<file path="config.mk">
export PLATFORM = sky130hd
export DESIGN_NAME = store_align
export DESIGN_NICKNAME = d
export VERILOG_FILES = /design/src/mem_map_pkg.sv /design/src/cpu_mem_pkg.sv /design/src/store_align.sv
export SDC_FILE = /design/constraint.sdc
export NUM_CORES = 1
export LEC_CHECK = 0
export BUFFER_PORTS_ARGS = -buffer_cell sky130_fd_sc_hd__buf_2
export CORE_ASPECT_RATIO = 0.75
export CORE_MARGIN = 3
export CORE_UTILIZATION = 21
export DETAILED_ROUTE_END_ITERATION = 7
export MAX_ROUTING_LAYER = met4
export PLACE_DENSITY = 0.83
export SLEW_MARGIN = 40
export SYNTH_ARGS = -nofsm -noshare
export SYNTH_HDL_FRONTEND = slang
export SYNTH_SLANG_ARGS = --single-unit
export TNS_END_PERCENT = 100
</file>
<file path="constraint.sdc">
create_clock -name vclk -period 1.17
set_clock_uncertainty 0.15 [all_clocks]
set_input_delay 0.0585 -clock vclk [all_inputs]
set_output_delay 0.0585 -clock vclk [all_outputs]
set_load 0.02 [all_outputs]
</file>
<file path="src/mem_map_pkg.sv">
`default_nettype none

package mem_map_pkg;

	// Top address nibble selects the region.
	typedef enum logic [3:0] {
		reg_dmem = 4'b0001,
		reg_imem = 4'b0010,
		reg_both = 4'b0011, // Stores hit both RAMs and loads read dmem.
		reg_bios = 4'b0100,
		reg_io   = 4'b1000
	} region_t;

	localparam int dmem_words = 1024;
	localparam int imem_words = 1024;
	localparam int word_idx_w = $clog2((dmem_words > imem_words) ? dmem_words : imem_words);

	localparam int bios_words = 16;
	localparam int bios_idx_w = $clog2(bios_words);

	// Byte offsets inside the I/O region.
	localparam logic [27:0] io_cycle_ofs = 28'h10;
	localparam logic [27:0] io_instr_ofs = 28'h14;
	localparam logic [27:0] io_clear_ofs = 28'h18;

	typedef union packed {
		struct packed {
			region_t     region;
			logic [27:0] offset;
		} map;
		struct packed {
			logic [1:0]  unused;
			logic [27:0] word;
			logic [1:0]  byte_ofs;
		} mem;
	} mem_addr_u;

endpackage

`default_nettype wire
</file>
<file path="src/cpu_mem_pkg.sv">
`default_nettype none

package cpu_mem_pkg;

	import mem_map_pkg::*;

	// Load/store funct3.
	typedef enum logic [2:0] {
		w_byte   = 3'b000,
		w_half   = 3'b001,
		w_word   = 3'b010,
		w_byte_u = 3'b100,
		w_half_u = 3'b101
	} mem_width_t;

	// None must stay zero, so reset gives a zero load.
	typedef enum logic [1:0] {
		src_none = 2'd0,
		src_dmem = 2'd1,
		src_bios = 2'd2,
		src_io   = 2'd3
	} load_src_t;

	typedef struct packed {
		logic        load;
		logic        store;
		mem_addr_u   addr;
		mem_width_t  width;
		logic [31:0] wdata;
		logic [31:0] pc; // PC of the store instruction.
	} mem_req_t;

	typedef struct packed {
		load_src_t  src;
		mem_width_t width;
		logic [1:0] byte_ofs;
	} wb_ctl_t;

endpackage

`default_nettype wire

</file>
<file path="src/store_align.sv">
`default_nettype none

module store_align
	import cpu_mem_pkg::*;
(
	input  wire mem_req_t req,
	output logic [3:0]    byte_mask,
	output logic [31:0]   wdata
);

	logic [3:0] base_mask;
	logic [1:0] ofs;

	assign ofs = req.addr.mem.byte_ofs;

	// Replicate the low lanes so any offset finds its data.
	always_comb begin
		case (req.width)
			w_byte, w_byte_u: begin
				base_mask = 4'b0001;
				wdata     = {4{req.wdata[7:0]}};
			end
			w_half, w_half_u: begin
				base_mask = 4'b0011;
				wdata     = {2{req.wdata[15:0]}};
			end
			default: begin
				base_mask = 4'b1111;
				wdata     = req.wdata;
			end
		endcase
	end

	always_comb begin
		byte_mask = 4'b0000;
		if (req.store)
			byte_mask = base_mask << ofs;
	end

endmodule

`default_nettype wire

</file>
==> flow_metrics.tcl <==
set metrics [dict create \
    clock.fmax_mhz 892 \
    drtAntennaViolNets 0 \
    place_ws_ns -0.0950 \
    synth-compound-area-share 0.130 \
    cpPeakStageDelay_ns 0.35 \
    yosys-top-cells-area "mux2_2 (36%), mux2i_1 (16%), buf_4 (14%)" \
    multi_input_area_um2 405 \
    synth_fp_nets 162 \
    met1_usage 0.128 \
    synth_area_leader_cell "mux2_2" \
    initial_core_util 0.234 \
    holdWs_ns 0.231 \
    syn_inst 61 \
    stdcell_area_um2 847 \
    arrival_ns 0.91 \
    cp_top_family "multiplexers" \
    seq_area_um2 0 \
    hpwl_um 1560 \
    synth_xor_area_frac 0 \
    die_w_um 62.4 \
    final_common_cell "buf_2" \
    ys_types 13 \
    coreArea_mm2 0.00214 \
    rsz0062_at_grt "false" \
    finalSetupViolCount 0 \
    grtUsageMet3 0.0138 \
    global_route.usage.met2 0.207 \
    power_leakage_uw 0.000481 \
    io-pin-count 137 \
    gp_congestion 0.704 \
    power_density_mw_per_mm2 503 \
    fin_util 0.396 \
    core.rowCount 14 \
    grt_use_total 0.106 \
    first_pass_iters 2 \
    port-buffer-count 73 \
    worstPathRequired_ns 0.96 \
    wirelength_um 1760 \
    worstMarginPinSlew_ns 0.177 \
    fin_crit_ns 1.12 \
    busiest_layer "met2" \
    tns_ns 0 \
    max-slew-margin-rel 0.882 \
    yosys.area_share.simple 0.160 \
    seq_cells 0 \
    vdd_drop_max_mv 0.175 \
    synth_fa_ha_area_frac 0 \
    grt_pass1_vias 618 \
    crit_path_start_kind "input port" \
    syn_area_per_cell_um2 8.20 \
    dieArea_mm2 0.00301 \
    overflow 0 \
    layout_common_cells "buf_2 (72), mux2_2 (16), nand2_1 (9), mux2i_1 (8), o21ai_1 (8)" \
    cp-end-kind "output port" \
    crit_fanout 19 \
    crit_buf_inv 2 \
    fillers 250 \
    clockBufferCount 0 \
    ctsHoldBuffers 0 \
    drt_iter0_drc 10 \
    hp-class "input port to output port" \
    area.growth.synth_to_final_pct 69.2 \
    status "complete, no violations" \
    cp_cell_sequence "buf_6, nor2_8, mux2_2, buf_2" \
    vias_per_cell 4.28 \
    syn_area_um2 500 \
    drc 0 \
    seq_area_frac_synth 0 \
    crit_type "input port to output port" \
    synth_top_family_by_area "multiplexers" \
    drive_gt1_frac 0.754 \
    fin_ws_ns 0.0490 \
    wl_per_cell_um 11.1 \
    placed_cell_area_um2 841 \
    final_nets 229 \
    slew_violations 0 \
    grt_max_degree 20 \
    antennaDiodeCount 0 \
    yosysWarnings 0 \
    dieHeight_um 48.3 \
    synth_top_cell_area_share 0.360 \
    finalCritPeriodShare 0.958 \
    num_vias 677 \
    grt_antenna_before_repair 0 \
    crit_slowest_cell "mux2_2" \
    hold_viol 0 \
    muxShareOfSynthArea 0.520 \
    maxCapViolCount 0 \
    grt_pass1_wl_um 2550 \
]
layout make-up:
class | instances | area share
Multi-Input combinational cell | 49 | 0.479
Timing Repair Buffer | 77 | 0.474
Tap cell | 32 | 0.0473
repair_timing:
item / in CTS / in global routing
setup buffers: 0 / 0
setup endpoints to repair: 16 / 8
pin swaps: 1 / 1
cloned: 0 / 0
resized for setup: 1 / 1
power breakdown:
group	internal (µW)	total (µW)	switching, µW	leakage (µW)
clock	0	0	0	0
sequential	0	0	0	0
combinational	186	426	240	0.000481
cell usage after synthesis:
cell     number
nand2_1       9
o21ai_1       8
nor3_1        1
nor3b_1       2
and3_1        1
o21a_1        2
mux2_2       16
buf_4         9
a211o_2       1
nor2_8        1
buf_2         1
mux2i_1       8
buf_6         2
final timing paths:
path | from | endpoint | slack (ns) | depth (start not counted)
worst max-delay path | req[65] | wdata[9] | 0.05 | 4
worst min-delay path | req[38] | wdata[6] | 0.23 | 2
logic make-up (layout without fill, tap and decap cells):
family / after synthesis / count (layout)
AND/OR/NAND/NOR: 14 / 14
AO/OA/AOI/OAI: 11 / 11
multiplexers: 24 / 24
buffers and inverters: 12 / 77
metrics by stage:
step	power (µW)	cells
floorplan	274	61
global placement	424	158
detailed placement	428	158
CTS	430	158
global route	461	158
finish	426	158
layer usage:
layer / part of all wire / vias up
met2: 0.49 / 41
li1: - / 342
met4: 0 / 0
met3: 0.092 / 0
met5: 0 / -
met1: 0.42 / 294
Note: power is estimated with default switching activity, not from simulation.
