$ cat config.mk
export PLATFORM = sky130hd
export DESIGN_NAME = io_counters
export DESIGN_NICKNAME = d
export VERILOG_FILES = /design/src/mem_map_pkg.sv /design/src/cpu_mem_pkg.sv /design/src/io_counters.sv
export SDC_FILE = /design/constraint.sdc
export NUM_CORES = 1
export LEC_CHECK = 0
export BUFFER_PORTS_ARGS = -buffer_cell sky130_fd_sc_hd__buf_2
export CAP_MARGIN = 10
export CORE_UTILIZATION = 40
export CTS_CLUSTER_DIAMETER = 100
export DETAILED_ROUTE_END_ITERATION = 10
export SETUP_SLACK_MARGIN = 0.3
export SYNTH_ARGS = -nofsm -noshare
export SYNTH_HDL_FRONTEND = slang
export SYNTH_SLANG_ARGS = --single-unit
export TNS_END_PERCENT = 50
$ cat constraint.sdc
create_clock -name clk -period 5.16 [get_ports clk]
set_clock_uncertainty 0.05 [all_clocks]
set_input_delay 0.258 -clock clk [delete_from_list [all_inputs] [get_ports clk]]
set_output_delay 0.258 -clock clk [all_outputs]
set_load 0.05 [all_outputs]
$ cat src/mem_map_pkg.sv
`default_nettype none

package mem_map_pkg;

	// Top address nibble selects the region.
	typedef enum logic [3:0] {
		reg_dmem = 4'b0001,
		reg_imem = 4'b0010,
		reg_both = 4'b0011, // Stores hit both RAMs and loads read dmem.
		reg_bios = 4'b0100,
		reg_io   = 4'b1000
	} region_t;

	localparam int dmem_words = 1024;
	localparam int imem_words = 1024;
	localparam int word_idx_w = $clog2((dmem_words > imem_words) ? dmem_words : imem_words);

	localparam int bios_words = 16;
	localparam int bios_idx_w = $clog2(bios_words);

	// Byte offsets inside the I/O region.
	localparam logic [27:0] io_cycle_ofs = 28'h10;
	localparam logic [27:0] io_instr_ofs = 28'h14;
	localparam logic [27:0] io_clear_ofs = 28'h18;

	typedef union packed {
		struct packed {
			region_t     region;
			logic [27:0] offset;
		} map;
		struct packed {
			logic [1:0]  unused;
			logic [27:0] word;
			logic [1:0]  byte_ofs;
		} mem;
	} mem_addr_u;

endpackage

`default_nettype wire
$ cat src/cpu_mem_pkg.sv
`default_nettype none

package cpu_mem_pkg;

	import mem_map_pkg::*;

	// Load/store funct3.
	typedef enum logic [2:0] {
		w_byte   = 3'b000,
		w_half   = 3'b001,
		w_word   = 3'b010,
		w_byte_u = 3'b100,
		w_half_u = 3'b101
	} mem_width_t;

	// None must stay zero, so reset gives a zero load.
	typedef enum logic [1:0] {
		src_none = 2'd0,
		src_dmem = 2'd1,
		src_bios = 2'd2,
		src_io   = 2'd3
	} load_src_t;

	typedef struct packed {
		logic        load;
		logic        store;
		mem_addr_u   addr;
		mem_width_t  width;
		logic [31:0] wdata;
		logic [31:0] pc; // PC of the store instruction.
	} mem_req_t;

	typedef struct packed {
		load_src_t  src;
		mem_width_t width;
		logic [1:0] byte_ofs;
	} wb_ctl_t;

endpackage

`default_nettype wire

$ cat src/io_counters.sv
`default_nettype none

module io_counters
	import mem_map_pkg::*, cpu_mem_pkg::*;
(
	input  wire logic     clk,
	input  wire logic     rst_n,
	input  wire logic     instr_retired,
	input  wire logic     io_we,
	input  wire mem_req_t req,
	output logic [31:0]   rdata
);

	logic [31:0] cycle_cnt;
	logic [31:0] instr_cnt;
	logic        clear;

	assign clear = io_we && (req.addr.map.offset == io_clear_ofs);

	always_ff @(posedge clk or negedge rst_n) begin
		if (!rst_n) begin
			cycle_cnt <= '0;
			instr_cnt <= '0;
		end else if (clear) begin
			cycle_cnt <= '0; // Clear wins over both increments.
			instr_cnt <= '0;
		end else begin
			cycle_cnt <= cycle_cnt + 32'd1;
			if (instr_retired)
				instr_cnt <= instr_cnt + 32'd1;
		end
	end

	// Captures the count from before this edge.
	always_ff @(posedge clk) begin
		case (req.addr.map.offset)
			io_cycle_ofs: rdata <= cycle_cnt;
			io_instr_ofs: rdata <= instr_cnt;
			default:      rdata <= '0;
		endcase
	end

endmodule

`default_nettype wire

==> summary.txt <==
Final setup viols: 0
Post-CTS Setup Inserts: 0
Final period util: 47.3%
VDD IR max: 0.255 mV
Critical path peak fanout: 11
Setup repair after global routing missed its margin: no
Die H: 109 um
Mapped cell area: 4560 um^2
# diodes: 0
Placement row count: 38
Number of enable flip-flop cells after synthesis: 0
Vias post-DR: 3726
Die X-Extent: 109 um
Drt via density: 5.68
Startpoint types: flop
Final min period: 2.44 ns
DPL Wire Length: 7360 um
CP max-delay cell: dfrtp_1
Routed Antenna Nets: 0
Hold Violations, Final: 0
Layout Nets: 618
Total CTS buffers: 9
Mapped Nets: 570
Num ports: 137
Clock Latency Late Sink: 0.35 ns
Avg WL per Cell: 16.7 um
Library cells used by synthesis: 44
Yosys synthesis warning count: 0
Flops & latches, synth: 96
Die area: 11800 um^2
Syn_area_per_cell: 9.86 um^2
Status: finished clean
Worst Hold Class: primary input to async pin
Routability cong.: 0.760
Slew @ Worst Pin: 1.11 ns
Top FF cell, synth: dfrtp_1
Total GRT Usage: 20.5%
CTS Sinks: 96
Slew HR: 25.9%
Critical Path End Type: flop
Area delta synth->final: 14.4%
Core area: 11000 um^2
Placed Cells: 640
R2R depth: 5
Initial antenna violation count: 0
Setup TNS: 0 ns
Root buf cell: clkbuf_16
PortBufs: 63
Fmax: 410 MHz
DRT Wirelength: 11000 um
Initial Utilization: 41.6%
H-tree depth: 3
Max-cap check violation count: 0
Final WS setup: 2.72 ns
Cell Count, Final, Fillers Out: 656
Leakage power: 2.19 nW
Sequential share of the synthesized area: 49.1%
Layout cells sized above 1: 17.6%
Synth async-reset ratio: 66.7%
CP Cell Sequence: ha_1, nand3_1, or3_4, or4_1, a21oi_1
P per Cell Area: 313 nW/um^2
Cts repair resizes: 0
WP data arrival: 2.66 ns
Largest stage delay on the critical path: 0.55 ns
Vias in the first global route: 3639
First drt pass iteration count: 4
Worst EP required: 5.38 ns
Worst-case clock buffer depth: 2
CTS tree: built
Largest net degree at the start of global routing: 65
Clk pin slew, worst setup/hold paths: 0.07 ns
First-pass GRT wire length: 18500 um
Total congestion overflow: 0
Max Transition Viols Final: 0
Setup WS pre-CTS: 2.72 ns
DRC: 0
DR iter-0 viols: 140
Synth Instances: 463
Cts hold-fix bufs: 0
Crit Path Class: flop to flop
==> per-layer routing <==
metal,global-route usage [%],wire length (um)
met1,26.8,4940
met2,32.4,5300
met3,5.44,513
met4,7.53,225
met5,0,0
==> where the power goes <==
part           switching [W]  internal [W]  total (W)
Clock               0.000278      0.000401   0.000679
Combinational      0.0000669     0.0000550   0.000122
Sequential         0.0000590      0.000775   0.000834
==> registers in the layout, indices dropped and copies added, names as in the netlist <==
signal and flops:
cycle_cnt 32, rdata 32, instr_cnt 32
==> cell type report <==
| class | count | area, um^2 |
|---|---|---|
| Clock inverter | 3 | 40.0 |
| Timing Repair Buffer | 65 | 330 |
| Sequential cell | 96 | 2240 |
| Multi-Input combinational cell | 335 | 2160 |
| Tap cell | 140 | 175 |
| Fill cell | 1025 | 5760 |
| Inverter | 4 | 15.0 |
| Clock buffer | 13 | 260 |
==> path summary, 6_finish.rpt <==
kind,from,to,slack (ns)
hold reg to reg,cycle_cnt[0]$_DFF_PN0_,cycle_cnt[0]$_DFF_PN0_,0.47
max in group asynchronous,rst_n,instr_cnt[23]$_DFFE_PN0P_,4.45
hold / removal,rst_n,cycle_cnt[16]$_DFF_PN0_,0.05
setup / recovery,instr_cnt[0]$_DFFE_PN0P_,instr_cnt[28]$_DFFE_PN0P_,2.72
setup reg to reg,instr_cnt[0]$_DFFE_PN0P_,instr_cnt[28]$_DFFE_PN0P_,2.72
min in group clk,instr_retired,instr_cnt[0]$_DFFE_PN0P_,0.24
==> cells by family after synthesis <==
kind of cell               after synthesis  share of synthesized area [%]
buffers and inverters                   32                           3.54
DFF                                     96                           49.1
muxes                                   33                           7.24
xor gates and xnor gates                26                           4.99
and+or+nand+nor                        204                           25.5
adders and majority gates                2                          0.548
AOI/OAI and AO/OA                       70                           9.10
==> worst max-delay path: cells and delay by family, from the launching register on <==
| kind | cells | cell delay (ns) |
|---|---|---|
| AO/OA/AOI/OAI | 1 | 0.15 |
| adder cells (fa/ha/maj) | 1 | 0.35 |
| flip-flops | 1 | 0.55 |
| AND/OR/NAND/NOR | 3 | 1.25 |
==> per-stage QoR <==
step / utilization (%) / total power, W / area [um^2] / hold slack [ns]
6_report: 47.6 / 0.00164 / 5220 / 0.0511
5_1_grt: 47.6 / 0.00171 / 5220 / 0.139
4_1_cts: 47.6 / 0.00165 / 5220 / 0.0899
3_5_place_dp: 44.8 / 0.000973 / 4920 / 0.460
3_3_place_gp: 44.8 / 0.000968 / 4920 / 0.457
2_1_floorplan: - / 0.000930 / 4560 / -0.0876
==> cells in the final DEF, fill, tap and decap left out, drive strengths merged <==
cell type  instances
or4               24
nor4               8
nor2b              1
clkbuf            13
nand3             18
nor4b              1
clkinv             2
bufinv             1
o21a               1
and4              13
mux2i             33
nor2              63
xnor2             10
ha                 2
buf               65
nand4             25
inv                4
dfrtp             64
and2               2
nor3               3
or3               14
o31ai             20
o41ai              1
a21oi             34
o21ba              1
nand4b             1
dfxtp             32
and3               6
o21ai             13
nand3b             1
xor2              16
or4b               1
nand2             23
==> cell usage after synthesis (all sizes together), types with 3 or more instances <==
cell | n | share of area (%)
mux2i | 33 | 7.2
xor2 | 16 | 3.1
o21ai | 13 | 1.4
nor2 | 63 | 5.2
nor4 | 8 | 1.4
clkbuf | 21 | 2.0
and4 | 13 | 2.5
o31ai | 20 | 3.3
dfrtp | 64 | 35
buf | 6 | 0.99
or3 | 14 | 2.1
nor3 | 3 | 0.33
and3 | 6 | 0.88
dfxtp | 32 | 14
xnor2 | 10 | 1.9
inv | 4 | 0.33
nand4 | 25 | 3.6
nand2 | 23 | 1.9
or4 | 24 | 4.1
nand3 | 18 | 2.2
a21oi | 34 | 3.8
(Power assumes the default switching activity.)
