--- config.mk ---
export PLATFORM = sky130hd
export DESIGN_NAME = mem_decode
export DESIGN_NICKNAME = d
export VERILOG_FILES = /design/src/mem_map_pkg.sv /design/src/cpu_mem_pkg.sv /design/src/mem_decode.sv
export SDC_FILE = /design/constraint.sdc
export NUM_CORES = 1
export LEC_CHECK = 0
export ABC_AREA = 1
export BUFFER_PORTS_ARGS = -buffer_cell sky130_fd_sc_hd__buf_2
export CAP_MARGIN = 15
export CORE_AREA = 2 2 61 63
export CTS_BUF_LIST = sky130_fd_sc_hd__clkbuf_16
export DETAILED_ROUTE_END_ITERATION = 12
export DIE_AREA = 0 0 63 65
export SYNTH_ARGS = -nofsm -noshare
export SYNTH_HDL_FRONTEND = slang
export SYNTH_SLANG_ARGS = --single-unit
--- constraint.sdc ---
create_clock -name clk -period 0.8 [get_ports clk]
set_input_delay 0.16 -clock clk [delete_from_list [all_inputs] [get_ports clk]]
set_output_delay 0.16 -clock clk [all_outputs]
set_load 0.02 [all_outputs]
--- src/mem_map_pkg.sv ---
`default_nettype none

package mem_map_pkg;

	// Top address nibble selects the region.
	typedef enum logic [3:0] {
		reg_dmem = 4'b0001,
		reg_imem = 4'b0010,
		reg_both = 4'b0011, // Stores hit both RAMs and loads read dmem.
		reg_bios = 4'b0100,
		reg_io   = 4'b1000
	} region_t;

	localparam int dmem_words = 1024;
	localparam int imem_words = 1024;
	localparam int word_idx_w = $clog2((dmem_words > imem_words) ? dmem_words : imem_words);

	localparam int bios_words = 16;
	localparam int bios_idx_w = $clog2(bios_words);

	// Byte offsets inside the I/O region.
	localparam logic [27:0] io_cycle_ofs = 28'h10;
	localparam logic [27:0] io_instr_ofs = 28'h14;
	localparam logic [27:0] io_clear_ofs = 28'h18;

	typedef union packed {
		struct packed {
			region_t     region;
			logic [27:0] offset;
		} map;
		struct packed {
			logic [1:0]  unused;
			logic [27:0] word;
			logic [1:0]  byte_ofs;
		} mem;
	} mem_addr_u;

endpackage

`default_nettype wire
--- src/cpu_mem_pkg.sv ---
`default_nettype none

package cpu_mem_pkg;

	import mem_map_pkg::*;

	// Load/store funct3.
	typedef enum logic [2:0] {
		w_byte   = 3'b000,
		w_half   = 3'b001,
		w_word   = 3'b010,
		w_byte_u = 3'b100,
		w_half_u = 3'b101
	} mem_width_t;

	// None must stay zero, so reset gives a zero load.
	typedef enum logic [1:0] {
		src_none = 2'd0,
		src_dmem = 2'd1,
		src_bios = 2'd2,
		src_io   = 2'd3
	} load_src_t;

	typedef struct packed {
		logic        load;
		logic        store;
		mem_addr_u   addr;
		mem_width_t  width;
		logic [31:0] wdata;
		logic [31:0] pc; // PC of the store instruction.
	} mem_req_t;

	typedef struct packed {
		load_src_t  src;
		mem_width_t width;
		logic [1:0] byte_ofs;
	} wb_ctl_t;

endpackage

`default_nettype wire

--- src/mem_decode.sv ---
`default_nettype none

module mem_decode
	import mem_map_pkg::*, cpu_mem_pkg::*;
(
	input  wire logic        clk,
	input  wire logic        rst_n,
	input  wire mem_req_t    req,
	input  wire logic [31:0] fetch_pc,
	input  wire logic [3:0]  byte_mask,
	output logic [3:0]       imem_we,
	output logic [3:0]       dmem_we,
	output logic             io_we,
	output logic             fetch_src_q,
	output wb_ctl_t          wb
);

	mem_addr_u pc_addr;
	mem_addr_u fetch_addr;
	logic      pc_in_bios;
	logic      imem_en;
	logic      dmem_en;
	logic      io_en;
	logic      fetch_src;
	load_src_t load_src;

	assign pc_addr    = req.pc;
	assign fetch_addr = fetch_pc;
	assign pc_in_bios = (pc_addr.map.region == reg_bios); // Only boot code may patch imem.

	always_comb begin
		imem_en = 1'b0;
		dmem_en = 1'b0;
		io_en   = 1'b0;
		case (req.addr.map.region)
			reg_dmem: dmem_en = 1'b1;
			reg_imem: imem_en = pc_in_bios;
			reg_both: begin
				dmem_en = 1'b1;
				imem_en = pc_in_bios;
			end
			reg_io:   io_en = 1'b1;
			default:  ; // Unmapped stores are dropped.
		endcase
	end

	// Mask is already zero without a store.
	assign imem_we = imem_en ? byte_mask : 4'b0000;
	assign dmem_we = dmem_en ? byte_mask : 4'b0000;
	assign io_we   = io_en & req.store;

	always_comb begin
		load_src = src_none;
		if (req.load) begin
			case (req.addr.map.region)
				reg_dmem, reg_both: load_src = src_dmem;
				reg_bios:           load_src = src_bios;
				reg_io:             load_src = src_io;
				default:            load_src = src_none;
			endcase
		end
	end

	// Fetch outside BIOS goes to imem.
	assign fetch_src = (fetch_addr.map.region == reg_bios);

	// Line up selects with the RAM read latency.
	always_ff @(posedge clk or negedge rst_n) begin
		if (!rst_n) begin
			wb          <= '0;
			fetch_src_q <= 1'b0;
		end else begin
			wb.src      <= load_src;
			wb.width    <= req.width;
			wb.byte_ofs <= req.addr.mem.byte_ofs;
			fetch_src_q <= fetch_src;
		end
	end

endmodule

`default_nettype wire

==> results of run 1 <==
through the flow:
stage,power [mW],TNS [ps],cells,cell area [µm²]
6_report,1.56,-1770,144,986
5_1_grt,1.61,-2220,144,986
4_1_cts,1.52,-1970,144,862
3_5_place_dp,0.617,-1190,137,654
3_3_place_gp,0.619,-1060,137,654
2_1_floorplan,0.510,-227,45,367
power groups by stage:
stage                     registers [mW]  logic (mW)  clock network (mW)
final                              0.435       0.291               0.837
after global placement             0.438       0.181                   0
after floorplan                    0.458      0.0524                   0
after global routing               0.437       0.315               0.863
after CTS                          0.435       0.237               0.852
after detailed placement           0.434       0.183                   0
flip-flops by register name, indices dropped and copies added (netlist names):
| signal | flops |
|---|---|
| wb | 7 |
| fetch_src_q | 1 |
routing by layer:
layer / vias up / share of wire (%)
met5: - / 0
met3: 2 / 5.9
met1: 191 / 50
met2: 22 / 43
met4: 0 / 0.99
li1: 230 / -
placed cells by master (no fill, tap or decap), drive strengths merged:
cell type / synthesis / final
nand2: 9 / 9
nand3: 1 / 1
nor2: 14 / 14
clkbuf: 0 / 3
dlygate4sd3: 0 / 1
a21oi: 1 / 1
nor3: 1 / 1
inv: 11 / 11
buf: 0 / 47
dfrtp: 8 / 8
timing repair:
action                     in CTS  in global routing
hold buffers                    1                  0
gates resized for setup        32                 35
pin swaps                       7                 11
buffers inserted                3                  0
setup endpoints to repair      17                 17
hold endpoints to repair        8                  0
layout make-up:
| type | count | area share [%] |
|---|---|---|
| repair buffers | 48 | 40.0 |
| multi-input cells | 26 | 20.6 |
| well taps | 48 | 6.09 |
| inverters | 11 | 5.46 |
| flip-flops and latches | 8 | 20.3 |
| clock buffers | 3 | 7.61 |
path summary, 6_finish.rpt:
kind / slack [ps] / endpoint / cells past startpoint / startpoint
worst min-delay path: 40 / wb[4] / 1 / req[66]
max in group asynchronous: 320 / wb[0] / 2 / rst_n
min in group asynchronous: 310 / wb[4] / 2 / rst_n
worst max-delay path: -160 / imem_we[3] / 7 / req[31]
logic make-up after synthesis:
group	count (synthesis)
buffers and inverters	11
and+or+nand+nor	25
AOI/OAI and AO/OA	1
DFF	8
critical path, stage by stage:
cell	delay, ps
buf_2	100
inv_2	40
nand2_2	50
nor2_4	120
nand2_4	90
nor2_2	100
buf_4	140
==> results by group, run 1 <==
STA
  – Fin crit share: 119%
  – Relative slew slack: approximately 90%
  – Worst hold slack: 39.1 ps
  – RSZ-0062 raised after global routing: true
  – FMAX: about 1000 MHz
  – Slew of the pin with the lowest slew margin: 189 ps
  – Final WS setup: -155 ps
  – Final Critical Period: around 960 ps
  – Final setup fails: 17
  – Hold Fails Final Rpt: 0
  – Slew Limit Fails: 0

Global routing
  – Largest net degree at the start of global routing: 9
  – Total grt overflow: 0
  – M3 GR Usage: around 1.6%
  – Initial antenna violation count: 0
  – GR Layer Usage met1: between 10 and 15%
  – Total track usage: a little under 7%
  – GRT busiest layer: met1
  – First-pass GRT wire length: 2060 µm
  – Number of global-route vias before repair: 448
  – Global-route track usage on met2: 8.91%

CTS
  – CTS clk-pin slew, worst paths: approximately 40 ps
  – H-tree depth: 1
  – Clk root buf: clkbuf_16
  – Clock tree from TritonCTS: done
  – Num Clock Sinks: 8
  – TritonCTS buffer count: 3
  – Clock buffer depth: 2

Logic synthesis
  – EDFF count, synth: 0
  – Leading area contributor after synthesis: dfrtp_1
  – Synth Area in XOR/XNOR: 0%
  – Synth top cells by count: nor2_1, inv_1, dfrtp_1
  – Post-synthesis mux area share: 0%
  – Async set-or-reset flop fraction in the synthesized netlist: between 90% and 100%
  – Area contributors post-synth: dfrtp_1, nor2_1, inv_1, nand2_1, nand2_2
  – Largest family of logic cells by synthesized area: simple AND/OR/NAND/NOR gates
  – Most common cell in the netlist: nor2_1
  – Synthesized area: around 360 µm²
  – Number of synthesized register bits: 8
  – Net Count, Synth: roughly 180
  – Ys flop type: dfrtp_1
  – Compound-gate portion of the synthesized area: 2.41%
  – Count of different cell masters after synthesis: 11
  – Synth top area share: between 50% and 60%
  – Synth Area in Adders: 0%
  – Mapped Cells: 45
  – Sequential element share of the synthesized area: a little over half
  – Ys Warns: 0
  – Simple logic cell fraction of the synthesized area: between 30 and 40%
  – Mean Syn Cell Area: about 8.1 µm²

Final layout
  – Nets@finish: between 200 and 250
  – Final Util: 28.2%
  – Register area: approximately 200 µm²
  – Area delta synth->final: 171%
  – Share of cells above drive strength 1: 75.0%
  – Antenna diodes: 0
  – Area of the multi-input gates: 203 µm²
  – Fillers: 379

Worst hold path
  – Hold WC Path Type: in2reg

Drt
  – Residual DRC count: 0
  – Total Routed Length: approximately 1400 µm
  – Final ANT Viol Nets: 0
  – Routed len/inst: slightly below 10 µm
  – DR vias/cell: between 3 and 4
  – Drt pass-1 iters: 2
  – DRT iter0 DRCs: 6
  – Total vias in the final route: 445

Power and ir drop
  – Clock Power Share: 53.6%
  – VDD IR max: ~0.75 mV
  – Leak: just over 0.5 nW
  – Internal: roughly 1.2 mW
  – Logic gate share of total power: 18.6%
  – Sequential Power Share: roughly 28%
  – PD cells: between 1500 and 2000 nW/µm²
  – Sw Share: between 20 and 25%
  – P_sw: approximately 0.34 mW

Run
  – Max-cap violations: 0

Place
  – GP Congestion: 0.677
  – IO Port Bufs: just over 40
  – Final HPWL DP: roughly 950 µm
  – Pre-CTS setup slack: -184 ps

Worst setup path
  – CP startpoint kind: input port
  – Crit path kind: in2out
  – Crit end category: output port
  – CP arrival: ~800 ps
  – WP data required: 640 ps
  – CP Max Fanout: 4

Floorplan
  – Chip width: around 63 µm
  – Boundary pin count: between 150 and 200
  – Die height: 65 µm
  – Core box area: between 3000 and 4000 µm²
  – Die area: between 4000 and 5000 µm²
  – Cell row count: 22
  – Initial core utilization: 10.4%

Status
  – Run status: finished with violations
  – Failing checks: negative setup slack
Power figures use the tool's default switching activity.
==> run 2, diff against run 1 <==
- CTS_CLUSTER_DIAMETER: not set -> 60
- PLACE_DENSITY: not set -> 0.74
==> run 2 against run 1 <==
  * The run still ends with negative setup slack left
  * Fmax shrank 2.0%
  * Die area is the same
  * Sequential share of layout area grew 0.50 points
  * Routed wire length shrank 2.8%
  * Count of clock-buffer cells in the layout is the same
  * Power shrank 2.6%
  * First-iteration DRC count shrank 33%
  * Hold slack lost 1.3 ps
  * Sequential power is essentially flat
  * Critical endpoint unchanged
  * Highest routed layer unchanged
==> results by group, run 2 (same netlist as run 1, synthesis figures left out) <==
Place
  – IO Port Bufs: 41 (unchanged)
  – DP Cell Count: 137 (unchanged)
  – Final HPWL DP: 1060 µm (+12%)
  – Pre-CTS setup slack: -184 ps (+0.0500 ps)
  – GP Congestion: 0.636 (-6.0%)

Power and ir drop
  – Sw Share: 20.5% (-1.3 points)
  – Leak: 0.501 nW (-0.85%)
  – Internal: 1.21 mW (-0.96%)
  – Total Power: 1.52 mW (-2.6%)
  – VDD IR max: 0.469 mV (-38%)
  – P_sw: 0.312 mW (-8.5%)
  – Clock Power Share: 53.6% (about the same)
  – PD cells: 1580 nW/µm² (-0.21%)
  – Logic gate share of total power: 17.9% (-0.7 points)
  – Sequential Power Share: 28.5% (+0.7 points)

Final layout
  – Largest register FFs: 7 (unchanged)
  – Fillers: 380 (+0.26%)
  – Share of cells above drive strength 1: 74.0% (-1.0 points)
  – Commonest non-fill, non-tap cell in the layout: buf_2
  – Final Util: 27.5% (-0.68 points)
  – Area delta synth->final: 164%
  – Reg with most FFs: wb
  – Most frequent cells in the layout: buf_2, buf_6, buf_4, dfrtp_1, inv_1
  – Nets@finish: 237 (unchanged)
  – Largest registers: wb (7), fetch_src_q (1)
  – Layout Cells excl Fill: 144 (unchanged)
  – Antenna diodes: 0 (unchanged)

Floorplan
  – Boundary pin count: 156 (unchanged)
  – Initial core utilization: 10.4% (unchanged)
  – Core box area: 3500 µm² (unchanged)
  – Cell row count: 22 (unchanged)
  – Chip width: 63 µm (unchanged)
  – Die height: 65 µm (unchanged)
  – Die area: 4100 µm² (unchanged)

Global routing
  – Number of global-route vias before repair: 498 (+11%)
  – First-pass GRT wire length: 2050 µm (-0.68%)
  – Largest net degree at the start of global routing: 9 (unchanged)
  – Total track usage: 6.80% (-0.082 points)
  – Total grt overflow: 0 (unchanged)
  – Initial antenna violation count: 0 (unchanged)

Worst setup path
  – Crit path kind: in2out
  – WP data required: 640 ps (about the same)
  – Crit end category: output port
  – CP arrival: 810 ps (about the same)
  – CP startpoint kind: input port
  – CP Max Fanout: 4 (unchanged)
  – Worst Setup SP: req[98]

Drt
  – Final ANT Viol Nets: 0 (unchanged)
  – Residual DRC count: 0 (unchanged)
  – DRT iter0 DRCs: 4 (-2)
  – Drt pass-1 iters: 2 (unchanged)
  – DR vias/cell: 3.14 (+1.6%)
  – Total Routed Length: 1370 µm (-2.8%)
  – Total vias in the final route: 452 (+1.6%)
  – Routed len/inst: 9.53 µm (-2.8%)

STA
  – Final setup fails: 17 (unchanged)
  – Final WS setup: -175 ps (-19.5 ps)
  – Fin crit share: 122% (+2.4 points)
  – RSZ-0062 raised after global routing: true
  – Slew Limit Fails: 0 (unchanged)
  – Worst hold slack: 37.8 ps (-1.30 ps)
  – Final Critical Period: 975 ps (+19.5 ps)
  – Hold Fails Final Rpt: 0 (unchanged)
  – Relative slew slack: 87.7% (+0.36 points)
  – Slew of the pin with the lowest slew margin: 184 ps (-5.19 ps)
  – FMAX: 1030 MHz (-2.0%)

Worst hold path
  – Sink of the worst hold path: wb[1]
  – Hold_sp: req[68]
  – Hold Path Depth: 1 (unchanged)
  – Hold WC Path Type: in2reg

Status
  – Run status: finished with violations
  – Failing checks: negative setup slack

CTS
  – Clock buffer depth: 2 (unchanged)
  – Clock tree from TritonCTS: done
  – Num Clock Sinks: 8 (unchanged)
  – Clk root buf: clkbuf_16
  – CTS clk-pin slew, worst paths: 40 ps (about the same)
  – H-tree depth: 1 (unchanged)
  – TritonCTS buffer count: 3 (unchanged)

Run
  – Max-cap violations: 0 (unchanged)
-- run 2: repair_timing --
item	4_1_cts	5_1_grt
setup buffers	3	0
hold buffers	1	0
pin swaps	5	8
resized for setup	35	25
hold endpoints to repair	8	0
setup endpoints to repair	17	18
-- run 2: through the flow --
step / setup TNS (ps) / cell area [µm²]
3_3_place_gp: -1140 / 654
3_5_place_dp: -1280 / 654
2_1_floorplan: -227 / 367
5_1_grt: -2190 / 962
6_report: -1650 / 962
4_1_cts: -1520 / 877
-- run 2: critical path, cell delays in order --
cell and delay, ps:
buf_8 100, inv_6 50, nand2_4 50, nor2_4 110
nand2_4 90, nor2_2 110, buf_6 130
-- run 2: layout make-up --
type / count / area (µm²) / area share [%]
repair buffers: 48 / 390 / 40.6
flip-flops and latches: 8 / 200 / 20.8
multi-input cells: 26 / 188 / 19.5
clock buffers: 3 / 75.1 / 7.80
well taps: 48 / 60.1 / 6.24
inverters: 11 / 48.8 / 5.07
-- run 2: worst max path at each step --
stage | end | slack [ps]
floorplan | imem_we[0] | -60
global placement | imem_we[3] | -160
detailed placement | imem_we[2] | -180
CTS | imem_we[1] | -140
global route | imem_we[0] | -200
finish | imem_we[3] | -170
-- run 2: power groups by stage --
stage | Sequential [mW] | Clock, mW | Combinational (mW)
floorplan | 0.458 | 0 | 0.0524
global placement | 0.433 | 0 | 0.185
detailed placement | 0.433 | 0 | 0.187
CTS | 0.433 | 0.845 | 0.245
global route | 0.435 | 0.863 | 0.298
finish | 0.433 | 0.816 | 0.273
-- run 2: per-layer routing --
| metal | wire (µm) | global-route usage (%) | part of all wire, % |
|---|---|---|---|
| met5 | 0 | 0 | 0 |
| met4 | 25 | 5.83 | 1.8 |
| met3 | 129 | 2.60 | 9.4 |
| met2 | 694 | 11.0 | 51 |
| met1 | 524 | 6.89 | 38 |
