==> config.mk <==
export PLATFORM = sky130hd
export DESIGN_NAME = load_align
export DESIGN_NICKNAME = d
export VERILOG_FILES = /design/src/mem_map_pkg.sv /design/src/cpu_mem_pkg.sv /design/src/load_align.sv
export SDC_FILE = /design/constraint.sdc
export NUM_CORES = 1
export LEC_CHECK = 0
export ABC_AREA = 1
export ABC_CLOCK_PERIOD_IN_PS = 2050
export BUFFER_PORTS_ARGS = -buffer_cell sky130_fd_sc_hd__buf_2
export CORE_UTILIZATION = 31
export DETAILED_ROUTE_END_ITERATION = 10
export GPL_ROUTABILITY_DRIVEN = 0
export PLACE_DENSITY = 0.72
export SYNTH_ARGS = -nofsm -noshare
export SYNTH_HDL_FRONTEND = slang
export SYNTH_SLANG_ARGS = --single-unit
==> constraint.sdc <==
create_clock -name vclk -period 2.05
set_clock_uncertainty 0.1 [all_clocks]
set_input_delay 0.205 -clock vclk [all_inputs]
set_output_delay 0.205 -clock vclk [all_outputs]
set_load 0.005 [all_outputs]
==> src/mem_map_pkg.sv <==
`default_nettype none

package mem_map_pkg;

	// Top address nibble selects the region.
	typedef enum logic [3:0] {
		reg_dmem = 4'b0001,
		reg_imem = 4'b0010,
		reg_both = 4'b0011, // Stores hit both RAMs and loads read dmem.
		reg_bios = 4'b0100,
		reg_io   = 4'b1000
	} region_t;

	localparam int dmem_words = 1024;
	localparam int imem_words = 1024;
	localparam int word_idx_w = $clog2((dmem_words > imem_words) ? dmem_words : imem_words);

	localparam int bios_words = 16;
	localparam int bios_idx_w = $clog2(bios_words);

	// Byte offsets inside the I/O region.
	localparam logic [27:0] io_cycle_ofs = 28'h10;
	localparam logic [27:0] io_instr_ofs = 28'h14;
	localparam logic [27:0] io_clear_ofs = 28'h18;

	typedef union packed {
		struct packed {
			region_t     region;
			logic [27:0] offset;
		} map;
		struct packed {
			logic [1:0]  unused;
			logic [27:0] word;
			logic [1:0]  byte_ofs;
		} mem;
	} mem_addr_u;

endpackage

`default_nettype wire
==> src/cpu_mem_pkg.sv <==
`default_nettype none

package cpu_mem_pkg;

	import mem_map_pkg::*;

	// Load/store funct3.
	typedef enum logic [2:0] {
		w_byte   = 3'b000,
		w_half   = 3'b001,
		w_word   = 3'b010,
		w_byte_u = 3'b100,
		w_half_u = 3'b101
	} mem_width_t;

	// None must stay zero, so reset gives a zero load.
	typedef enum logic [1:0] {
		src_none = 2'd0,
		src_dmem = 2'd1,
		src_bios = 2'd2,
		src_io   = 2'd3
	} load_src_t;

	typedef struct packed {
		logic        load;
		logic        store;
		mem_addr_u   addr;
		mem_width_t  width;
		logic [31:0] wdata;
		logic [31:0] pc; // PC of the store instruction.
	} mem_req_t;

	typedef struct packed {
		load_src_t  src;
		mem_width_t width;
		logic [1:0] byte_ofs;
	} wb_ctl_t;

endpackage

`default_nettype wire

==> src/load_align.sv <==
`default_nettype none

module load_align
	import cpu_mem_pkg::*;
(
	input  wire wb_ctl_t     wb,
	input  wire logic [31:0] dmem_data,
	input  wire logic [31:0] bios_data,
	input  wire logic [31:0] io_data,
	output logic [31:0]      load_data
);

	logic [31:0] raw;
	logic [31:0] shifted;

	always_comb begin
		case (wb.src)
			src_dmem: raw = dmem_data;
			src_bios: raw = bios_data;
			src_io:   raw = io_data;
			default:  raw = '0;
		endcase
	end

	// Move the addressed byte down to lane 0.
	assign shifted = raw >> {wb.byte_ofs, 3'b000};

	always_comb begin
		case (wb.width)
			w_byte:   load_data = {{24{shifted[7]}}, shifted[7:0]};
			w_byte_u: load_data = {24'h00_0000, shifted[7:0]};
			w_half:   load_data = {{16{shifted[15]}}, shifted[15:0]};
			w_half_u: load_data = {16'h0000, shifted[15:0]};
			default:  load_data = shifted;
		endcase
	end

endmodule

`default_nettype wire

==> results of run 1 <==
layout by cell type, fill, tap and decap left out, types with 2 or more instances in the layout:
cell type	synthesis	layout
nand2_1	167	167
buf_2	3	135
nand3_1	61	61
nand3_2	18	18
a21oi_1	17	17
nor2_1	10	10
buf_4	4	6
nor2_4	4	4
inv_2	3	3
buf_12	0	3
nand2_2	2	2
inv_1	2	2
nand3_4	2	2
cells by family (layout without fill, tap and decap cells):
family,after synthesis,count (layout),synth area share
compound gates,20,20,0.06391
simple gates,267,267,0.7857
buf+inv,30,151,0.1504
power groups by stage:
stage                     Clock (mW)  Combinational, mW  Sequential [mW]
final                              0              0.503                0
after global routing               0              0.563                0
after CTS                          0              0.505                0
after detailed placement           0              0.503                0
after global placement             0              0.499                0
after floorplan                    0              0.299                0
final cells by class:
cell class         instances  area, um^2  share of cell area
inverters                  7       31.28             0.01384
multi-input cells        287        1364              0.6035
repair buffers           144       780.7              0.3455
well taps                 67       83.83             0.03710
through the flow:
step / hold slack (ns) / cell area [um^2] / setup WS, ns / instances / power [mW]
finish: 0.7365 / 2260 / 0.2009 / 505 / 0.5033
CTS: 0.7412 / 2260 / 0.2101 / 505 / 0.5052
global placement: 0.7402 / 2260 / 0.2481 / 505 / 0.4994
detailed placement: 0.7398 / 2260 / 0.2135 / 505 / 0.5034
floorplan: 0.5151 / 1605 / 0.6206 / 317 / 0.2992
global route: 0.7800 / 2260 / 0.02749 / 505 / 0.5628
metal layers:
metal	global-route usage	vias to the layer above	routed length, um
met1	0.2506	1115	2588
li1	-	1275	-
met2	0.4354	94	3232
met3	0.009485	0	412
met5	0	-	0
met4	0	0	0
worst paths after layout:
path	startpoint	end	cells after the start
worst max-delay path	wb[5]	load_data[8]	10
worst min-delay path	dmem_data[0]	load_data[0]	6
==> results.sh, run 1 <==
export IMPL_seq_area_frac_synth=0
export IMPL_syn_area_per_cell_um2=5.064
export IMPL_areaGrowthSynthToFinish_pct=40.76
export IMPL_vdd_drop_max_mv=0.1463
export IMPL_synth_cells=317
export IMPL_fillers=551
export IMPL_cts_hold_buffers=0
export IMPL_tightestPinTransition_ns=0.3205
export IMPL_track_usage=0.2112
export IMPL_post_cts_buffers=0
export IMPL_power_density_nw_per_um2=222.7
export IMPL_n_clock_buffer=0
export IMPL_synth_nets=420
export IMPL_nNetsFinal=543
export IMPL_p_comb_frac=1.000
export IMPL_worstPathRequired_ns=1.75
export IMPL_core_area_um2=4848
export IMPL_num_rows=25
export IMPL_grt_pass1_wl_um=9177
export IMPL_diodes=0
export IMPL_outcome="completed"
export IMPL_cap_viol_max_count=0
export IMPL_timing_fmax_mhz=540.8
export IMPL_die_h_um=73.96
export IMPL_start_util=0.3311
export IMPL_utilization=0.4661
export IMPL_slew_headroom=0.7863
export IMPL_cp_max_fo=24
export IMPL_worstHoldPathType="in -> out"
export IMPL_dp_hpwl_um=5126
export IMPL_yosysTopAreaCell="nand2_1"
export IMPL_ant_nets=0
export IMPL_wire_per_inst_um=12.34
export IMPL_synth_top_cell_area_share=0.3905
export IMPL_antenna_found_initial=0
export IMPL_crit_top_cell="nand2_1"
export IMPL_grt_pass1_vias=2028
export IMPL_slowest_delay_ns=0.24
export IMPL_power_switching_mw=0.2792
export IMPL_netlist_top_cells_count="167 x nand2_1, 61 x nand3_1, 18 x nand3_2"
export IMPL_vias=2484
export IMPL_power_frac_clock=0
export IMPL_postCtsResizedCells=0
export IMPL_dr_pass1_iters=4
export IMPL_io_pin_count=135
export IMPL_setup_viol=0
export IMPL_setup_tns_ns=0
export IMPL_yosysWarnings=0
export IMPL_rsz0062_at_grt="no"
export IMPL_synth_most_common_cell="nand2_1"
export IMPL_swShare=0.5548
export IMPL_fin_crit_ns=1.849
export IMPL_p_leak_nw=1.384
export IMPL_grt_ovfl_total=0
export IMPL_final_max_slew_viol_count=0
export IMPL_fin_crit_sh=0.9020
export IMPL_drive_above_1_share=0.3995
export IMPL_cpMaxStageDelayCell="buf_2"
export IMPL_routed_wl_um=6233
export IMPL_synth_area_top_cells="nand2_1 39%, nand3_1 19%, nand3_2 11%, buf_6 7.7%, a21oi_1 5.3%"
export IMPL_die_area_um2=5470
export IMPL_crit_arrival_ns=1.54
export IMPL_dieWidth_um=73.96
export IMPL_register_area_um2=0
export IMPL_drcViolationCount=0
export IMPL_grt_start_max_net_pins=29
export IMPL_sequentialPowerShare=0
export IMPL_netlist_area_um2=1605
export IMPL_drtIter0Drc=157
export IMPL_synth_distinct_cells=23
export IMPL_routed_via_density=4.919
export IMPL_critPathKind="in -> out"
export IMPL_portBuffers=135
export IMPL_cp_num_buf_inv=3
export IMPL_critPathLaunchType="input port"
export IMPL_path_cells="buf_2 > inv_6 > nor2_4 > nand2_1 > nand3_2 > nand2_1 > nand3_2 > nand3_4 > nand2_1 > buf_2"
export IMPL_hold_viol=0
export IMPL_cp_end_kind="output port"
export IMPL_internal_power_mw=0.2241
export IMPL_design_seq_count=0
export IMPL_cp_top_family="simple AND/OR/NAND/NOR gates"
Power figures use the tool's default switching activity.
==> inputs of run 2 (changes only) <==
--- a/config.mk
+++ b/config.mk
@@ -6,12 +6,13 @@
 export NUM_CORES = 1
 export LEC_CHECK = 0
 export ABC_AREA = 1
-export ABC_CLOCK_PERIOD_IN_PS = 2050
+export ABC_CLOCK_PERIOD_IN_PS = 1530
 export BUFFER_PORTS_ARGS = -buffer_cell sky130_fd_sc_hd__buf_2
+export CORE_MARGIN = 3
 export CORE_UTILIZATION = 31
 export DETAILED_ROUTE_END_ITERATION = 10
 export GPL_ROUTABILITY_DRIVEN = 0
-export PLACE_DENSITY = 0.72
+export PLACE_DENSITY = 0.75
 export SYNTH_ARGS = -nofsm -noshare
 export SYNTH_HDL_FRONTEND = slang
 export SYNTH_SLANG_ARGS = --single-unit
==> constraint.sdc (replaced) <==
create_clock -name vclk -period 1.53
set_clock_uncertainty 0.1 [all_clocks]
set_input_delay 0.153 -clock vclk [all_inputs]
set_output_delay 0.153 -clock vclk [all_outputs]
set_load 0.005 [all_outputs]
==> results.sh, run 2 (synthesis gave the netlist of run 1 again) <==
export IMPL_num_rows=25
export IMPL_dr_pass1_iters=5
export IMPL_ant_nets=0
export IMPL_critPathLaunchType="input port"
export IMPL_dieWidth_um=77.96
export IMPL_hold_viol=0
export IMPL_crit_arrival_ns=1.29
export IMPL_fin_crit_sh=1.008
export IMPL_hold_worst_slack_ns=0.6514
export IMPL_io_pin_count=135
export IMPL_vdd_drop_max_mv=0.1885
export IMPL_setup_viol=7
export IMPL_n_clock_buffer=0
export IMPL_dpl_cell_area_um2=2370
export IMPL_worstHoldPathType="in -> out"
export IMPL_critPathKind="in -> out"
export IMPL_track_usage=0.2403
export IMPL_worstPathRequired_ns=1.28
export IMPL_timing_fmax_mhz=648.3
export IMPL_die_h_um=77.96
export IMPL_outcome="complete, but fails checks"
export IMPL_vias=2796
export IMPL_failed_checks="negative setup slack"
export IMPL_layoutNonFillerInstCount=538
export IMPL_diodes=0
export IMPL_multi_input_area_um2=1737
export IMPL_routed_via_density=5.197
export IMPL_routed_wl_um=8346
export IMPL_fin_crit_ns=1.543
export IMPL_crit_top_cell="nand2_1"
export IMPL_cp_max_fo=8
export IMPL_worst_slack_ns=-0.01251
export IMPL_grt_pass1_vias=2534
export IMPL_antenna_found_initial=0
export IMPL_final_max_slew_viol_count=0
export IMPL_register_area_um2=0
export IMPL_hold_depth=6
export IMPL_cp_end_kind="output port"
export IMPL_cp_top_family="buffers and inverters"
export IMPL_areaGrowthSynthToFinish_pct=87.22
export IMPL_final_cell_mix="144 x nand2_1, 132 x buf_2, 41 x nand3_2"
export IMPL_design_seq_count=0
export IMPL_holdCritStartpoint="bios_data[1]"
export IMPL_wire_per_inst_um=15.51
export IMPL_start_util=0.3311
export IMPL_core_area_um2=4848
export IMPL_drtIter0Drc=207
export IMPL_drive_above_1_share=0.5626
export IMPL_cap_viol_max_count=0
export IMPL_grt_ovfl_total=0
export IMPL_slowest_delay_ns=0.19
export IMPL_drcViolationCount=0
export IMPL_path_cells="buf_12 > inv_8 > nor2_4 > buf_4 > clkbuf_16 > nand2_1 > nand3_1 > nand2_1 > a21oi_1 > buf_2"
export IMPL_slew_headroom=0.7158
export IMPL_rsz0062_at_grt="yes"
export IMPL_power_density_nw_per_um2=311.0
export IMPL_cpMaxStageDelayCell="nor2_4"
export IMPL_final_area_um2=3005
export IMPL_grt_pass1_wl_um=12030
export IMPL_grt_start_max_net_pins=29
export IMPL_cp_num_buf_inv=5
export IMPL_tightestPinTransition_ns=0.4248
export IMPL_fillers=453
export IMPL_dp_hpwl_um=5608
export IMPL_nNetsFinal=576
export IMPL_holdPathEnd="load_data[1]"
export IMPL_portBuffers=135
export IMPL_p_leak_nw=1.767
export IMPL_final_common_cell="nand2_1"
export IMPL_die_area_um2=6078
export IMPL_dp_cells=518
export IMPL_cts_hold_buffers=0
-- run 2: cell count changes in the layout (fill, tap and decap cells not counted), moves of 10 or more --
| cell | previous run | this run |
|---|---|---|
| buf_4 | 6 | 26 |
| nand3_2 | 18 | 41 |
| nand2_2 | 2 | 19 |
| nand3_1 | 61 | 32 |
| nand3_4 | 2 | 12 |
| nand2_1 | 167 | 144 |
-- run 2: worst min-delay path: stages --
cell	delay (ns)
buf_2	0.10
nand2_1	0.06
nand3_1	0.06
nand2_1	0.06
a21oi_1	0.05
buf_2	0.12
-- run 2: worst max-delay path by stage --
| stage | cells after the start | endpoint | slack [ns] | start |
|---|---|---|---|---|
| global placement | 11 | load_data[2] | -0.11 | wb[6] |
| finish | 10 | load_data[2] | -0.01 | wb[6] |
| floorplan | 10 | load_data[20] | 0.20 | wb[5] |
| CTS | 12 | load_data[5] | -0.03 | wb[6] |
| global route | 12 | load_data[3] | -0.1 | wb[6] |
| detailed placement | 9 | load_data[26] | -0.15 | wb[5] |
-- run 2: final cells by class --
| cell class | count | share of cell area |
|---|---|---|
| inverter | 7 | 0.01374 |
| tap | 67 | 0.02789 |
| multi-input combinational | 291 | 0.5779 |
| timing repair buffer | 173 | 0.3805 |
-- run 2: stage by stage --
step / total power, mW / utilization / setup TNS [ns] / worst slack [ns]
floorplan: 0.4009 / - / 0 / 0.2046
global placement: 0.7092 / 0.4888 / -2.754 / -0.1141
detailed placement: 0.7212 / 0.4888 / -3.702 / -0.1488
CTS: 0.8345 / 0.5608 / -0.1528 / -0.02812
global route: 1.019 / 0.6199 / -1.477 / -0.09778
finish: 0.9346 / 0.6199 / -0.03637 / -0.01251
-- run 2: report_power, final --
part	switching, mW	internal (mW)	total [mW]
Clock	0	0	0
Combinational	0.497	0.437	0.935
Sequential	0	0	0
Total	0.497	0.437	0.935
-- run 2: repair_timing --
item	in CTS	in global routing
setup buffers	8	5
pin swaps	16	25
endpoints found under the setup margin	31	32
gates cloned	6	3
gates resized for setup	34	60
-- run 2: per-layer routing --
layer  up-vias  share of wire  global-route usage  wire [um]
li1       1356              -                   -          -
met1      1272           0.37              0.2703       3053
met2       150           0.52              0.4632       4374
met3        18          0.088             0.03828        736
met4         0          0.022             0.05944        182
met5         -              0                   0          0
==> inputs of run 3 (changes only) <==
--- a/config.mk
+++ b/config.mk
@@ -13,6 +13,7 @@
 export DETAILED_ROUTE_END_ITERATION = 10
 export GPL_ROUTABILITY_DRIVEN = 0
 export PLACE_DENSITY = 0.75
+export SETUP_SLACK_MARGIN = 0.5
 export SYNTH_ARGS = -nofsm -noshare
 export SYNTH_HDL_FRONTEND = slang
 export SYNTH_SLANG_ARGS = --single-unit
==> results.sh, run 3 (synthesis gave the netlist of run 1 again) <==
export IMPL_outcome="complete, but fails checks"
export IMPL_failed_checks="negative setup slack"
export IMPL_timing_fmax_mhz=621.9
export IMPL_power_density_nw_per_um2=305.2
export IMPL_register_area_um2=0
export IMPL_fin_crit_ns=1.608
export IMPL_areaGrowthSynthToFinish_pct=106.1
export IMPL_routed_via_density=5.099
export IMPL_final_cell_mix="129 x buf_2, 110 x nand2_1, 50 x nand3_2"
export IMPL_power_total_mw=1.010
export IMPL_dieWidth_um=77.96
export IMPL_critPathKind="in -> out"
export IMPL_drcViolationCount=0
export IMPL_hold_viol=0
export IMPL_grt_pass1_vias=2846
export IMPL_io_pin_count=135
export IMPL_track_usage=0.2492
export IMPL_final_area_um2=3308
export IMPL_grt_start_max_net_pins=23
export IMPL_die_area_um2=6078
export IMPL_vias=2779
export IMPL_fin_crit_sh=1.051
export IMPL_critPathLaunchType="input port"
export IMPL_ant_nets=0
export IMPL_num_rows=25
export IMPL_cpMaxStageDelayCell="clkbuf_16"
export IMPL_layoutNonFillerInstCount=545
export IMPL_cp_max_fo=8
export IMPL_n_clock_buffer=0
export IMPL_vdd_drop_max_mv=0.2106
export IMPL_core_area_um2=4848
export IMPL_wire_per_inst_um=15.12
export IMPL_final_max_slew_viol_count=0
export IMPL_path_cells="buf_12 > buf_6 > nor2_4 > clkbuf_16 > nand2_4 > nand3_4 > nand2_2 > nand2_2 > nand2_1 > nand3_2 > buf_2"
export IMPL_drtIter0Drc=171
export IMPL_setup_viol=29
export IMPL_dp_hpwl_um=5704
export IMPL_tightestPinTransition_ns=0.4364
export IMPL_nNetsFinal=583
export IMPL_cts_hold_buffers=0
export IMPL_design_seq_count=0
export IMPL_rsz0062_at_grt="yes"
export IMPL_worstPathRequired_ns=1.28
export IMPL_antenna_found_initial=0
export IMPL_slew_headroom=0.7080
export IMPL_cap_viol_max_count=0
export IMPL_dp_cells=525
export IMPL_routed_wl_um=8242
export IMPL_slowest_delay_ns=0.22
export IMPL_portBuffers=135
export IMPL_drive_above_1_share=0.6653
export IMPL_start_util=0.3311
export IMPL_diodes=0
export IMPL_grt_pass1_wl_um=12570
export IMPL_final_common_cell="buf_2"
export IMPL_crit_top_cell="nand2_2"
export IMPL_dr_pass1_iters=5
export IMPL_dpl_cell_area_um2=2500
export IMPL_crit_arrival_ns=1.36
export IMPL_die_h_um=77.96
export IMPL_worst_slack_ns=-0.07804
export IMPL_cp_end_kind="output port"
export IMPL_p_leak_nw=1.951
export IMPL_grt_ovfl_total=0
export IMPL_worstHoldPathType="in -> out"
==> run 3: cell types whose count changed in the layout (fill, tap and decap cells not counted), sizes merged <==
cell	delta
buf	+10
nand3	-3
==> run 3: final timing paths <==
path,slack [ns],endpoint,depth (start not counted),start
setup / recovery,-0.08,load_data[18],11,wb[5]
hold / removal,0.64,load_data[1],6,bios_data[1]
==> run 3: per-layer routing <==
metal,track usage,wire length [um]
met1,0.2848,3205
met2,0.4829,4302
met3,0.01972,497
met4,0.07517,237
met5,0,0
==> run 3: cell type report <==
class              instances  area [um^2]
multi-input cells        288         1859
fillers                  418         1540
repair buffers           183         1331
well taps                 67        83.83
inverters                  7        33.78
==> run 3: critical path, delay by kind of cell <==
family	cells	cell delay, ns
buffers and inverters	4	0.57
AND/OR/NAND/NOR	7	0.64
==> run 3: what timing repair did <==
action,in CTS,in global routing
gates cloned,4,3
pin swaps,27,36
resized for setup,82,56
endpoints found under the setup margin,32,32
buffers inserted,10,3
==> run 3: through the flow <==
stage	setup WS, ns	hold slack, ns	util	setup TNS [ns]
after floorplan	0.2301	0.4111	-	0
after global placement	-0.07824	0.6384	0.5156	-1.720
after detailed placement	-0.1572	0.6420	0.5156	-2.882
after CTS	-0.03292	0.6429	0.6188	-0.4494
after global routing	-0.1430	0.6769	0.6823	-3.505
final	-0.07804	0.6409	0.6823	-1.063
==> run 3: power by group <==
group	switching [mW]	leakage [nW]	internal (mW)
registers	0	0	0
logic	0.517	1.95	0.492
clock network	0	0	0
